==> config.mk <==
export PLATFORM = sky130hd
export DESIGN_NAME = sd_wb_top
export DESIGN_NICKNAME = d
export VERILOG_FILES = /design/src/logic/sd_wb_pkg.sv /design/src/logic/sd_exec_ctrl.sv /design/src/logic/sd_reg_bank.sv /design/src/logic/sd_wb_decode.sv /design/src/logic/sd_wb_fifo.sv /design/src/logic/sd_wb_resp.sv /design/src/logic/sd_wb_top.sv
export SDC_FILE = /design/constraint.sdc
export NUM_CORES = 2
export LEC_CHECK = 0
export BUFFER_PORTS_ARGS = -buffer_cell sky130_fd_sc_hd__buf_2
export CORE_UTILIZATION = 61
export CTS_CLUSTER_DIAMETER = 60
export DETAILED_ROUTE_END_ITERATION = 7
export PLACE_DENSITY = 0.85
export SYNTH_ARGS = -nofsm -noshare
export SYNTH_HDL_FRONTEND = slang
export SYNTH_SLANG_ARGS = --single-unit
==> constraint.sdc <==
create_clock -name wb_clock_i -period 20 [get_ports wb_clock_i]
set_input_delay 2 -clock wb_clock_i [delete_from_list [all_inputs] [get_ports wb_clock_i]]
set_output_delay 2 -clock wb_clock_i [all_outputs]
set_load 0.02 [all_outputs]
==> src/logic/sd_wb_pkg.sv <==
package sd_wb_pkg;

	// bus and fifo payload word
	typedef logic [127:0] wb_data_t;

	// bus address, 32 slots of which 20 are mapped
	typedef logic [4:0] wb_adr_t;

	// register index, low bits of a register address
	typedef logic [3:0] reg_idx_t;

	// address map above the register window
	localparam wb_adr_t ADR_CMD_EXEC   = 5'd16;
	localparam wb_adr_t ADR_FIFO_WRITE = 5'd17;
	localparam wb_adr_t ADR_FIFO_READ  = 5'd18;
	localparam wb_adr_t ADR_DATA_EXEC  = 5'd19;

	localparam int REG_COUNT = 16;

	// decoder FSM
	typedef enum logic [1:0] {
		IDLE,
		WAIT_FIFO,
		WAIT_EXEC,
		RESPOND
	} dec_state_e;

endpackage

==> src/logic/sd_exec_ctrl.sv <==
`timescale 1ns/1ps

module sd_exec_ctrl (
	input  logic                wb_clock_i,
	input  logic                rst_n_i,
	input  logic                cmd_go_i,
	input  logic                data_go_i,
	input  sd_wb_pkg::wb_data_t arg_i,
	input  logic                cmd_done_i,
	input  logic                data_done_i,
	output logic                cmd_start_o,
	output logic                data_start_o,
	output sd_wb_pkg::wb_data_t cmd_arg_o,
	output logic                exec_done_o
);

	typedef enum logic [1:0] {
		IDLE,
		CMD_BUSY,
		DATA_BUSY
	} exec_state_e;

	exec_state_e state_q;

	always_ff @(posedge wb_clock_i or negedge rst_n_i)
	begin
		if (!rst_n_i)
		begin
			state_q      <= IDLE;
			cmd_start_o  <= 1'b0;
			data_start_o <= 1'b0;
		end
		else
		begin
			cmd_start_o  <= 1'b0;
			data_start_o <= 1'b0;
			case (state_q)
				IDLE:
				begin
					if (cmd_go_i)
					begin
						cmd_start_o <= 1'b1;
						state_q     <= CMD_BUSY;
					end
					else if (data_go_i)
					begin
						data_start_o <= 1'b1;
						state_q      <= DATA_BUSY;
					end
				end
				CMD_BUSY:
					if (cmd_done_i)
						state_q <= IDLE;
				DATA_BUSY:
					if (data_done_i)
						state_q <= IDLE;
				default:
					state_q <= IDLE;
			endcase
		end
	end

	// argument held for the engine through the whole operation
	always_ff @(posedge wb_clock_i)
	begin
		if ((state_q == IDLE) && (cmd_go_i || data_go_i))
			cmd_arg_o <= arg_i;
	end

	// done levels only count while the matching engine is busy
	assign exec_done_o = ((state_q == CMD_BUSY) && cmd_done_i) ||
		((state_q == DATA_BUSY) && data_done_i);

	assert property (@(posedge wb_clock_i) disable iff (!rst_n_i)
		(cmd_start_o || data_start_o) |=> !(cmd_start_o || data_start_o));

	// decoder never launches while an engine is still running
	assert property (@(posedge wb_clock_i) disable iff (!rst_n_i)
		(state_q != IDLE) |-> !(cmd_go_i || data_go_i));

endmodule

==> src/logic/sd_reg_bank.sv <==
`timescale 1ns/1ps

module sd_reg_bank (
	input  logic                wb_clock_i,
	input  logic                rst_n_i,
	input  logic                wr_i,
	input  sd_wb_pkg::reg_idx_t idx_i,
	input  sd_wb_pkg::wb_data_t wdata_i,
	output sd_wb_pkg::wb_data_t rdata_o
);

	sd_wb_pkg::wb_data_t regs_q [sd_wb_pkg::REG_COUNT];

	// all registers clear on reset
	always_ff @(posedge wb_clock_i or negedge rst_n_i)
	begin
		if (!rst_n_i)
		begin
			for (int i = 0; i < sd_wb_pkg::REG_COUNT; i++)
				regs_q[i] <= '0;
		end
		else if (wr_i)
		begin
			regs_q[idx_i] <= wdata_i;
		end
	end

	// read path is combinational, sampled by the response stage
	assign rdata_o = regs_q[idx_i];

endmodule

==> src/logic/sd_wb_decode.sv <==
`timescale 1ns/1ps

module sd_wb_decode (
	input  logic               wb_clock_i,
	input  logic               rst_n_i,
	input  logic               strobe_i,
	input  logic               we_i,
	input  sd_wb_pkg::wb_adr_t adr_i,
	input  logic               tx_full_i,
	input  logic               rx_empty_i,
	input  logic               exec_done_i,
	output logic               reg_wr_o,
	output logic               fifo_push_o,
	output logic               fifo_pop_o,
	output logic               cmd_go_o,
	output logic               data_go_o,
	output logic               resp_ok_o,
	output logic               resp_err_o,
	output logic               rd_from_fifo_o
);

	sd_wb_pkg::dec_state_e state_q;
	logic accept;
	logic is_reg;
	logic is_cmd;
	logic is_data;
	logic is_fwr;
	logic is_frd;

	// new access seen in idle
	assign accept = (state_q == sd_wb_pkg::IDLE) && strobe_i;

	assign is_reg  = (adr_i < sd_wb_pkg::wb_adr_t'(sd_wb_pkg::REG_COUNT));
	assign is_cmd  = we_i && (adr_i == sd_wb_pkg::ADR_CMD_EXEC);
	assign is_data = we_i && (adr_i == sd_wb_pkg::ADR_DATA_EXEC);
	assign is_fwr  = we_i && (adr_i == sd_wb_pkg::ADR_FIFO_WRITE);
	assign is_frd  = !we_i && (adr_i == sd_wb_pkg::ADR_FIFO_READ);

	// go straight from the accepting cycle so the start pulse follows that edge
	assign cmd_go_o  = accept && is_cmd;
	assign data_go_o = accept && is_data;

	always_ff @(posedge wb_clock_i or negedge rst_n_i)
	begin
		if (!rst_n_i)
		begin
			state_q        <= sd_wb_pkg::IDLE;
			reg_wr_o       <= 1'b0;
			fifo_push_o    <= 1'b0;
			fifo_pop_o     <= 1'b0;
			resp_ok_o      <= 1'b0;
			resp_err_o     <= 1'b0;
			rd_from_fifo_o <= 1'b0;
		end
		else
		begin
			reg_wr_o       <= 1'b0;
			fifo_push_o    <= 1'b0;
			fifo_pop_o     <= 1'b0;
			resp_ok_o      <= 1'b0;
			resp_err_o     <= 1'b0;
			rd_from_fifo_o <= 1'b0;
			case (state_q)
				sd_wb_pkg::IDLE:
				begin
					if (strobe_i)
					begin
						if (is_reg)
						begin
							reg_wr_o  <= we_i;
							resp_ok_o <= 1'b1;
							state_q   <= sd_wb_pkg::RESPOND;
						end
						else if (is_cmd || is_data)
							state_q <= sd_wb_pkg::WAIT_EXEC;
						else if (is_fwr || is_frd)
							state_q <= sd_wb_pkg::WAIT_FIFO;
						else
						begin
							resp_err_o <= 1'b1;
							state_q    <= sd_wb_pkg::RESPOND;
						end
					end
				end
				sd_wb_pkg::WAIT_FIFO:
				begin
					// hold here until there is room or data
					if (we_i && !tx_full_i)
					begin
						fifo_push_o <= 1'b1;
						resp_ok_o   <= 1'b1;
						state_q     <= sd_wb_pkg::RESPOND;
					end
					else if (!we_i && !rx_empty_i)
					begin
						fifo_pop_o     <= 1'b1;
						rd_from_fifo_o <= 1'b1;
						resp_ok_o      <= 1'b1;
						state_q        <= sd_wb_pkg::RESPOND;
					end
				end
				sd_wb_pkg::WAIT_EXEC:
				begin
					if (exec_done_i)
					begin
						resp_ok_o <= 1'b1;
						state_q   <= sd_wb_pkg::RESPOND;
					end
				end
				sd_wb_pkg::RESPOND:
				begin
					// master drops strobe once it sees the response
					if (!strobe_i)
						state_q <= sd_wb_pkg::IDLE;
				end
				default:
					state_q <= sd_wb_pkg::IDLE;
			endcase
		end
	end

	// one action per cycle across registered and direct pulses
	assert property (@(posedge wb_clock_i) disable iff (!rst_n_i)
		$onehot0({reg_wr_o, fifo_push_o, fifo_pop_o, cmd_go_o, data_go_o}));

endmodule

==> src/logic/sd_wb_fifo.sv <==
`timescale 1ns/1ps

module sd_wb_fifo #(
	parameter int FIFO_DEPTH = 4
) (
	input  logic                wb_clock_i,
	input  logic                rst_n_i,
	input  logic                push_i,
	input  logic                pop_i,
	input  sd_wb_pkg::wb_data_t wdata_i,
	output sd_wb_pkg::wb_data_t rdata_o,
	output logic                full_o,
	output logic                empty_o
);

	localparam int PTR_W = $clog2(FIFO_DEPTH);
	localparam int CNT_W = PTR_W + 1;

	sd_wb_pkg::wb_data_t mem_q [FIFO_DEPTH];
	logic [PTR_W-1:0] wr_ptr_q;
	logic [PTR_W-1:0] rd_ptr_q;
	logic [CNT_W-1:0] count_q;
	logic do_push;
	logic do_pop;

	// requests against a full or empty buffer are dropped here
	assign do_push = push_i && !full_o;
	assign do_pop  = pop_i && !empty_o;

	assign full_o  = (count_q == CNT_W'(FIFO_DEPTH));
	assign empty_o = (count_q == '0);
	assign rdata_o = mem_q[rd_ptr_q];

	always_ff @(posedge wb_clock_i or negedge rst_n_i)
	begin
		if (!rst_n_i)
		begin
			wr_ptr_q <= '0;
			rd_ptr_q <= '0;
			count_q  <= '0;
		end
		else
		begin
			if (do_push)
				wr_ptr_q <= wr_ptr_q + 1'b1;
			if (do_pop)
				rd_ptr_q <= rd_ptr_q + 1'b1;
			// pointers wrap on their own, depth is a power of two
			case ({do_push, do_pop})
				2'b10: count_q <= count_q + 1'b1;
				2'b01: count_q <= count_q - 1'b1;
				default: count_q <= count_q;
			endcase
		end
	end

	always_ff @(posedge wb_clock_i)
	begin
		if (do_push)
			mem_q[wr_ptr_q] <= wdata_i;
	end

	assert property (@(posedge wb_clock_i) disable iff (!rst_n_i) push_i |-> !full_o);
	assert property (@(posedge wb_clock_i) disable iff (!rst_n_i) pop_i |-> !empty_o);

endmodule

==> src/logic/sd_wb_resp.sv <==
`timescale 1ns/1ps

module sd_wb_resp (
	input  logic                wb_clock_i,
	input  logic                rst_n_i,
	input  logic                resp_ok_i,
	input  logic                resp_err_i,
	input  logic                rd_from_fifo_i,
	input  sd_wb_pkg::wb_data_t reg_rdata_i,
	input  sd_wb_pkg::wb_data_t fifo_rdata_i,
	output logic                ack_o,
	output logic                error_o,
	output sd_wb_pkg::wb_data_t wb_data_o
);

	always_ff @(posedge wb_clock_i or negedge rst_n_i)
	begin
		if (!rst_n_i)
		begin
			ack_o   <= 1'b0;
			error_o <= 1'b0;
		end
		else
		begin
			ack_o   <= resp_ok_i;
			error_o <= resp_err_i;
		end
	end

	// fifo head is captured on the same edge that pops it
	always_ff @(posedge wb_clock_i)
	begin
		if (resp_ok_i)
			wb_data_o <= rd_from_fifo_i ? fifo_rdata_i : reg_rdata_i;
	end

	assert property (@(posedge wb_clock_i) disable iff (!rst_n_i) !(ack_o && error_o));

	// one response per access, the decoder parks until strobe drops
	assert property (@(posedge wb_clock_i) disable iff (!rst_n_i)
		(ack_o || error_o) |=> !(ack_o || error_o));

endmodule

==> src/logic/sd_wb_top.sv <==
`timescale 1ns/1ps

module sd_wb_top #(
	parameter int FIFO_DEPTH = 4
) (
	input  logic                wb_clock_i,
	input  logic                rst_n_i,
	input  logic                strobe_i,
	input  logic                we_i,
	input  sd_wb_pkg::wb_adr_t  adr_i,
	input  sd_wb_pkg::wb_data_t wb_data_i,
	output logic                ack_o,
	output logic                error_o,
	output sd_wb_pkg::wb_data_t wb_data_o,
	output logic                fifo_write_wait_o,
	output logic                fifo_read_wait_o,
	input  logic                cmd_done_i,
	input  logic                data_done_i,
	input  logic                sd_tx_pop_i,
	input  logic                host_data_valid_i,
	input  sd_wb_pkg::wb_data_t host_data_i,
	output logic                cmd_start_o,
	output logic                data_start_o,
	output sd_wb_pkg::wb_data_t cmd_arg_o,
	output sd_wb_pkg::wb_data_t sd_tx_data_o
);

	logic reg_wr;
	logic fifo_push;
	logic fifo_pop;
	logic cmd_go;
	logic data_go;
	logic resp_ok;
	logic resp_err;
	logic rd_from_fifo;
	logic exec_done;
	sd_wb_pkg::wb_data_t reg_rdata;
	sd_wb_pkg::wb_data_t rx_rdata;

	sd_wb_decode decode_i (
		.wb_clock_i     (wb_clock_i),
		.rst_n_i        (rst_n_i),
		.strobe_i       (strobe_i),
		.we_i           (we_i),
		.adr_i          (adr_i),
		.tx_full_i      (fifo_write_wait_o),
		.rx_empty_i     (fifo_read_wait_o),
		.exec_done_i    (exec_done),
		.reg_wr_o       (reg_wr),
		.fifo_push_o    (fifo_push),
		.fifo_pop_o     (fifo_pop),
		.cmd_go_o       (cmd_go),
		.data_go_o      (data_go),
		.resp_ok_o      (resp_ok),
		.resp_err_o     (resp_err),
		.rd_from_fifo_o (rd_from_fifo)
	);

	// register index is the low part of the address
	sd_reg_bank reg_bank_i (
		.wb_clock_i (wb_clock_i),
		.rst_n_i    (rst_n_i),
		.wr_i       (reg_wr),
		.idx_i      (adr_i[3:0]),
		.wdata_i    (wb_data_i),
		.rdata_o    (reg_rdata)
	);

	sd_exec_ctrl exec_ctrl_i (
		.wb_clock_i   (wb_clock_i),
		.rst_n_i      (rst_n_i),
		.cmd_go_i     (cmd_go),
		.data_go_i    (data_go),
		.arg_i        (wb_data_i),
		.cmd_done_i   (cmd_done_i),
		.data_done_i  (data_done_i),
		.cmd_start_o  (cmd_start_o),
		.data_start_o (data_start_o),
		.cmd_arg_o    (cmd_arg_o),
		.exec_done_o  (exec_done)
	);

	// host to card, popped by the data engine
	sd_wb_fifo #(.FIFO_DEPTH(FIFO_DEPTH)) tx_fifo (
		.wb_clock_i (wb_clock_i),
		.rst_n_i    (rst_n_i),
		.push_i     (fifo_push),
		.pop_i      (sd_tx_pop_i),
		.wdata_i    (wb_data_i),
		.rdata_o    (sd_tx_data_o),
		.full_o     (fifo_write_wait_o),
		.empty_o    ()
	);

	// card to host, filled by the data engine
	sd_wb_fifo #(.FIFO_DEPTH(FIFO_DEPTH)) rx_fifo (
		.wb_clock_i (wb_clock_i),
		.rst_n_i    (rst_n_i),
		.push_i     (host_data_valid_i),
		.pop_i      (fifo_pop),
		.wdata_i    (host_data_i),
		.rdata_o    (rx_rdata),
		.full_o     (),
		.empty_o    (fifo_read_wait_o)
	);

	sd_wb_resp resp_i (
		.wb_clock_i     (wb_clock_i),
		.rst_n_i        (rst_n_i),
		.resp_ok_i      (resp_ok),
		.resp_err_i     (resp_err),
		.rd_from_fifo_i (rd_from_fifo),
		.reg_rdata_i    (reg_rdata),
		.fifo_rdata_i   (rx_rdata),
		.ack_o          (ack_o),
		.error_o        (error_o),
		.wb_data_o      (wb_data_o)
	);

endmodule

==> flow_summary.yaml <==
die:
  start_util_pct: 61.4
  die_height_um: 481
  num_rows: 175
  io_pins: 659
  die_w_um: 481
  coreArea_mm2: 0.227
  dieArea_mm2: 0.231
global_route:
  grt_pass1_vias: 84200
  grt_use_met1_pct: 42.7
  grt-ovfl-total: 0
  grt_first_pass_wirelength_um: 537000
  grt_max_degree: 213
  use_met2_pct: 49.9
  grt_busiest_layer: "met2"
  grt_usage_pct: 31.2
  antenna_found_initial: 33
  use_met3_pct: 6.93
timing:
  finalMaxSlewViolations: 0
  period_share_pct: 32.9
  setup_ws_ns: 13.42
  tightest_slew_ns: 1.23
  rsz0062_at_grt: "false"
  min_period_ns: 6.58
  fin_tns_setup_ns: 0
  hold_violations: 0
  maxSlewHeadroom_pct: 17.7
  setup_violations: 0
  clock_skew_ns: 0.114
  clock.fmax_mhz: 152
logic_synthesis:
  synth_commonest_cells: "2,075 x dfrtp_1, 2,051 x mux2_2, 1,280 x edfxtp_1, 642 x mux2i_1, 512 x mux4_2"
  postSynthCellCount: 7977
  synth_ff_type: "dfrtp_1"
  yosysUniqueCellTypes: 41
  netlist_area_mm2: 0.140
  synth_nets: 8263
  seq_area_frac_synth_pct: 64.6
  synth_top_cell_by_area: "dfrtp_1"
  syn_avg_cell_area_um2: 17.5
  synth_edf_count: 1280
  ys_ff_latch: 3355
  ys_warn_count: 0
  yosysMostFrequentCell: "dfrtp_1"
  synth_area_leaders: "dfrtp_1 37%, edfxtp_1 27%, mux2_2 17%"
  synth_top_area_share_pct: 37.1
  ys_async_sr_fraction_pct: 61.8
drt:
  first_pass_iters: 6
  routed_wl_um: 358000
  initialDrtViolationCount: 7779
  drc: 0
  antenna_left: 0
  post_drt_wl_per_cell_um: 30.4
  viasPerCell: 6.65
  num_vias: 78300
setup_path:
  cp-start-kind: "primary input"
  path_cells: "buf_8 -> buf_12 -> buf_4 -> buf_12 -> buf_4 -> mux4_2 -> mux2i_1 -> nor2_1 -> o41a_1"
  slowest_stage: "buf_4"
  required_ns: 20.66
  crit_arrival_ns: 7.24
  max_stage_delay_ns: 0.86
  path_class: "primary input to flip-flop"
  end_kind: "flip-flop"
  cp_max_fo: 139
finish:
  synthToLayoutAreaGrowth_pct: 12.0
  drive_above_1_share_pct: 44.7
  instances_no_fill: 11800
  fin_nets: 8766
  nFillCells: 13800
pwr:
  switching_share_pct: 27.0
  finalPower_mw: 18.1
  combPwrFrac_pct: 17.3
  p_int_mw: 13.2
  p_per_area_mw_per_mm2: 115
  pwr-share-seq_pct: 46.9
  ir_drop_uv: 148
  power.share.clock_pct: 35.8
  p_leak_nw: 68.3
  switchingPower_mw: 4.87
placed_design:
  io_buffers: 658
  dp_hpwl_um: 200000
  placedCellCount: 11100
  pre_cts_slack_ns: 12.56
  gp_congestion: 0.798
min_path:
  holdCritPathClass: "flip-flop to flip-flop"
clock_tree:
  cts_tree: "done"
  clk_pin_slew_ns: 0.06
  numCtsBuffers: 349
  cts-root-buf: "clkbuf_16"
  clk_latency_ns: 1.01
  clock_path_buffers: 4
  ctsHoldBuffers: 0
  post_cts_buffers: 0
  cts_resized: 0
  htreeDepth: 5
  clock_sinks: 3355
status:
  status: "finished, final reports clean"
job:
  cap_violations: 0
==> power groups by stage <==
stage	sequential, mW	clock (mW)	combinational [mW]
2_1_floorplan	8.47	0	2.06
3_3_place_gp	8.50	0	2.99
3_5_place_dp	8.57	0	3.08
4_1_cts	8.46	6.51	3.13
5_1_grt	8.54	6.78	3.30
6_report	8.47	6.46	3.12
==> path summary, 6_finish.rpt <==
check                                              start                                  to  slack, ns  cells after the start
setup / recovery                                adr_i[1]      resp_i.wb_data_o[76]$_DFFE_PP_      13.42                      9
hold / removal             decode_i.resp_err_o$_DFF_PN0_            resp_i.error_o$_DFF_PN0_       0.35                      0
hold reg to reg            decode_i.resp_err_o$_DFF_PN0_            resp_i.error_o$_DFF_PN0_       0.35                      0
setup reg to reg           decode_i.fifo_pop_o$_DFF_PN0_      resp_i.wb_data_o[23]$_DFFE_PP_      15.92                      5
min in group asynchronous                        rst_n_i      rx_fifo.count_q[1]$_DFFE_PN0P_       0.99                      1
max in group asynchronous                        rst_n_i  reg_bank_i.regs_q[992]$_DFFE_PN0P_      14.57                      5
==> metrics by stage <==
step | cell area [µm²] | hold slack [ns] | util, %
5_1_grt | 157000 | 0.368 | 68.8
2_1_floorplan | 140000 | 0.331 | -
6_report | 157000 | 0.354 | 68.8
4_1_cts | 157000 | 0.354 | 68.8
3_3_place_gp | 145000 | 0.337 | 63.8
3_5_place_dp | 145000 | 0.340 | 63.8
==> worst max-delay path: cells and delay by family <==
kind,cells,cell delay [ns]
AOI/OAI and AO/OA,1,0.46
buffers and inverters,5,3.43
muxes,2,0.59
and+or+nand+nor,1,0.08
==> per-layer routing <==
| layer | part of all wire (%) | up-vias |
|---|---|---|
| li1 | - | 31500 |
| met1 | 40 | 42100 |
| met2 | 48 | 3929 |
| met3 | 8.9 | 787 |
| met4 | 3.1 | 26 |
| met5 | 0.047 | - |
==> flip-flops by register name, summed over array words and instances (netlist names), 2 cells and up <==
register and cells:
tx_fifo.mem_q 512, decode_i.state_q 2, tx_fifo.wr_ptr_q 2, rx_fifo.count_q 3, reg_bank_i.regs_q 2048, exec_ctrl_i.state_q 2, rx_fifo.wr_ptr_q 2, resp_i.wb_data_o 128
rx_fifo.rd_ptr_q 2, rx_fifo.mem_q 512, tx_fifo.count_q 3, tx_fifo.rd_ptr_q 2, exec_ctrl_i.cmd_arg_o 128
==> cell usage in the layout, fill, tap and decap left out, drive strengths merged, types with 7 or more instances in the layout <==
master | netlist | layout
buf | 381 | 796
bufinv | 0 | 20
clkbuf | 263 | 500
clkinv | 0 | 85
clkinvlp | 0 | 8
dfrtp | 2075 | 2075
diode | 0 | 11
edfxtp | 1280 | 1280
ha | 15 | 15
inv | 18 | 30
mux2 | 2051 | 2051
mux2i | 642 | 642
mux4 | 512 | 512
nand2 | 11 | 11
nand2b | 133 | 133
nand3b | 7 | 7
nor2 | 146 | 146
o22ai | 256 | 256
o41a | 129 | 129
xnor2 | 7 | 7
==> cell families (layout without fill, tap and decap cells) <==
| kind of cell | Yosys count | in the layout | synth area share, % |
|---|---|---|---|
| other | 0 | 11 | 0 |
| muxes | 3205 | 3205 | 29.4 |
| adders and majority gates | 17 | 17 | 0.163 |
| and+or+nand+nor | 328 | 328 | 1.20 |
| xor gates and xnor gates | 13 | 13 | 0.0815 |
| buffers and inverters | 662 | 1439 | 2.30 |
| AOI/OAI and AO/OA | 397 | 397 | 2.24 |
| DFF | 3355 | 3355 | 64.6 |
==> cell type report <==
| cell class | count | area [µm²] | share of cell area [%] |
|---|---|---|---|
| diodes | 11 | 27.5 | 0.0176 |
| clock buffers | 500 | 10200 | 6.49 |
| repair buffers | 796 | 4510 | 2.88 |
| flip-flops and latches | 3355 | 90400 | 57.7 |
| clock inverters | 125 | 1270 | 0.815 |
| well taps | 3009 | 3760 | 2.41 |
| multi-input cells | 3960 | 46400 | 29.6 |
| inverters | 18 | 67.6 | 0.0432 |
No activity file was read; power rests on OpenSTA's default activity.
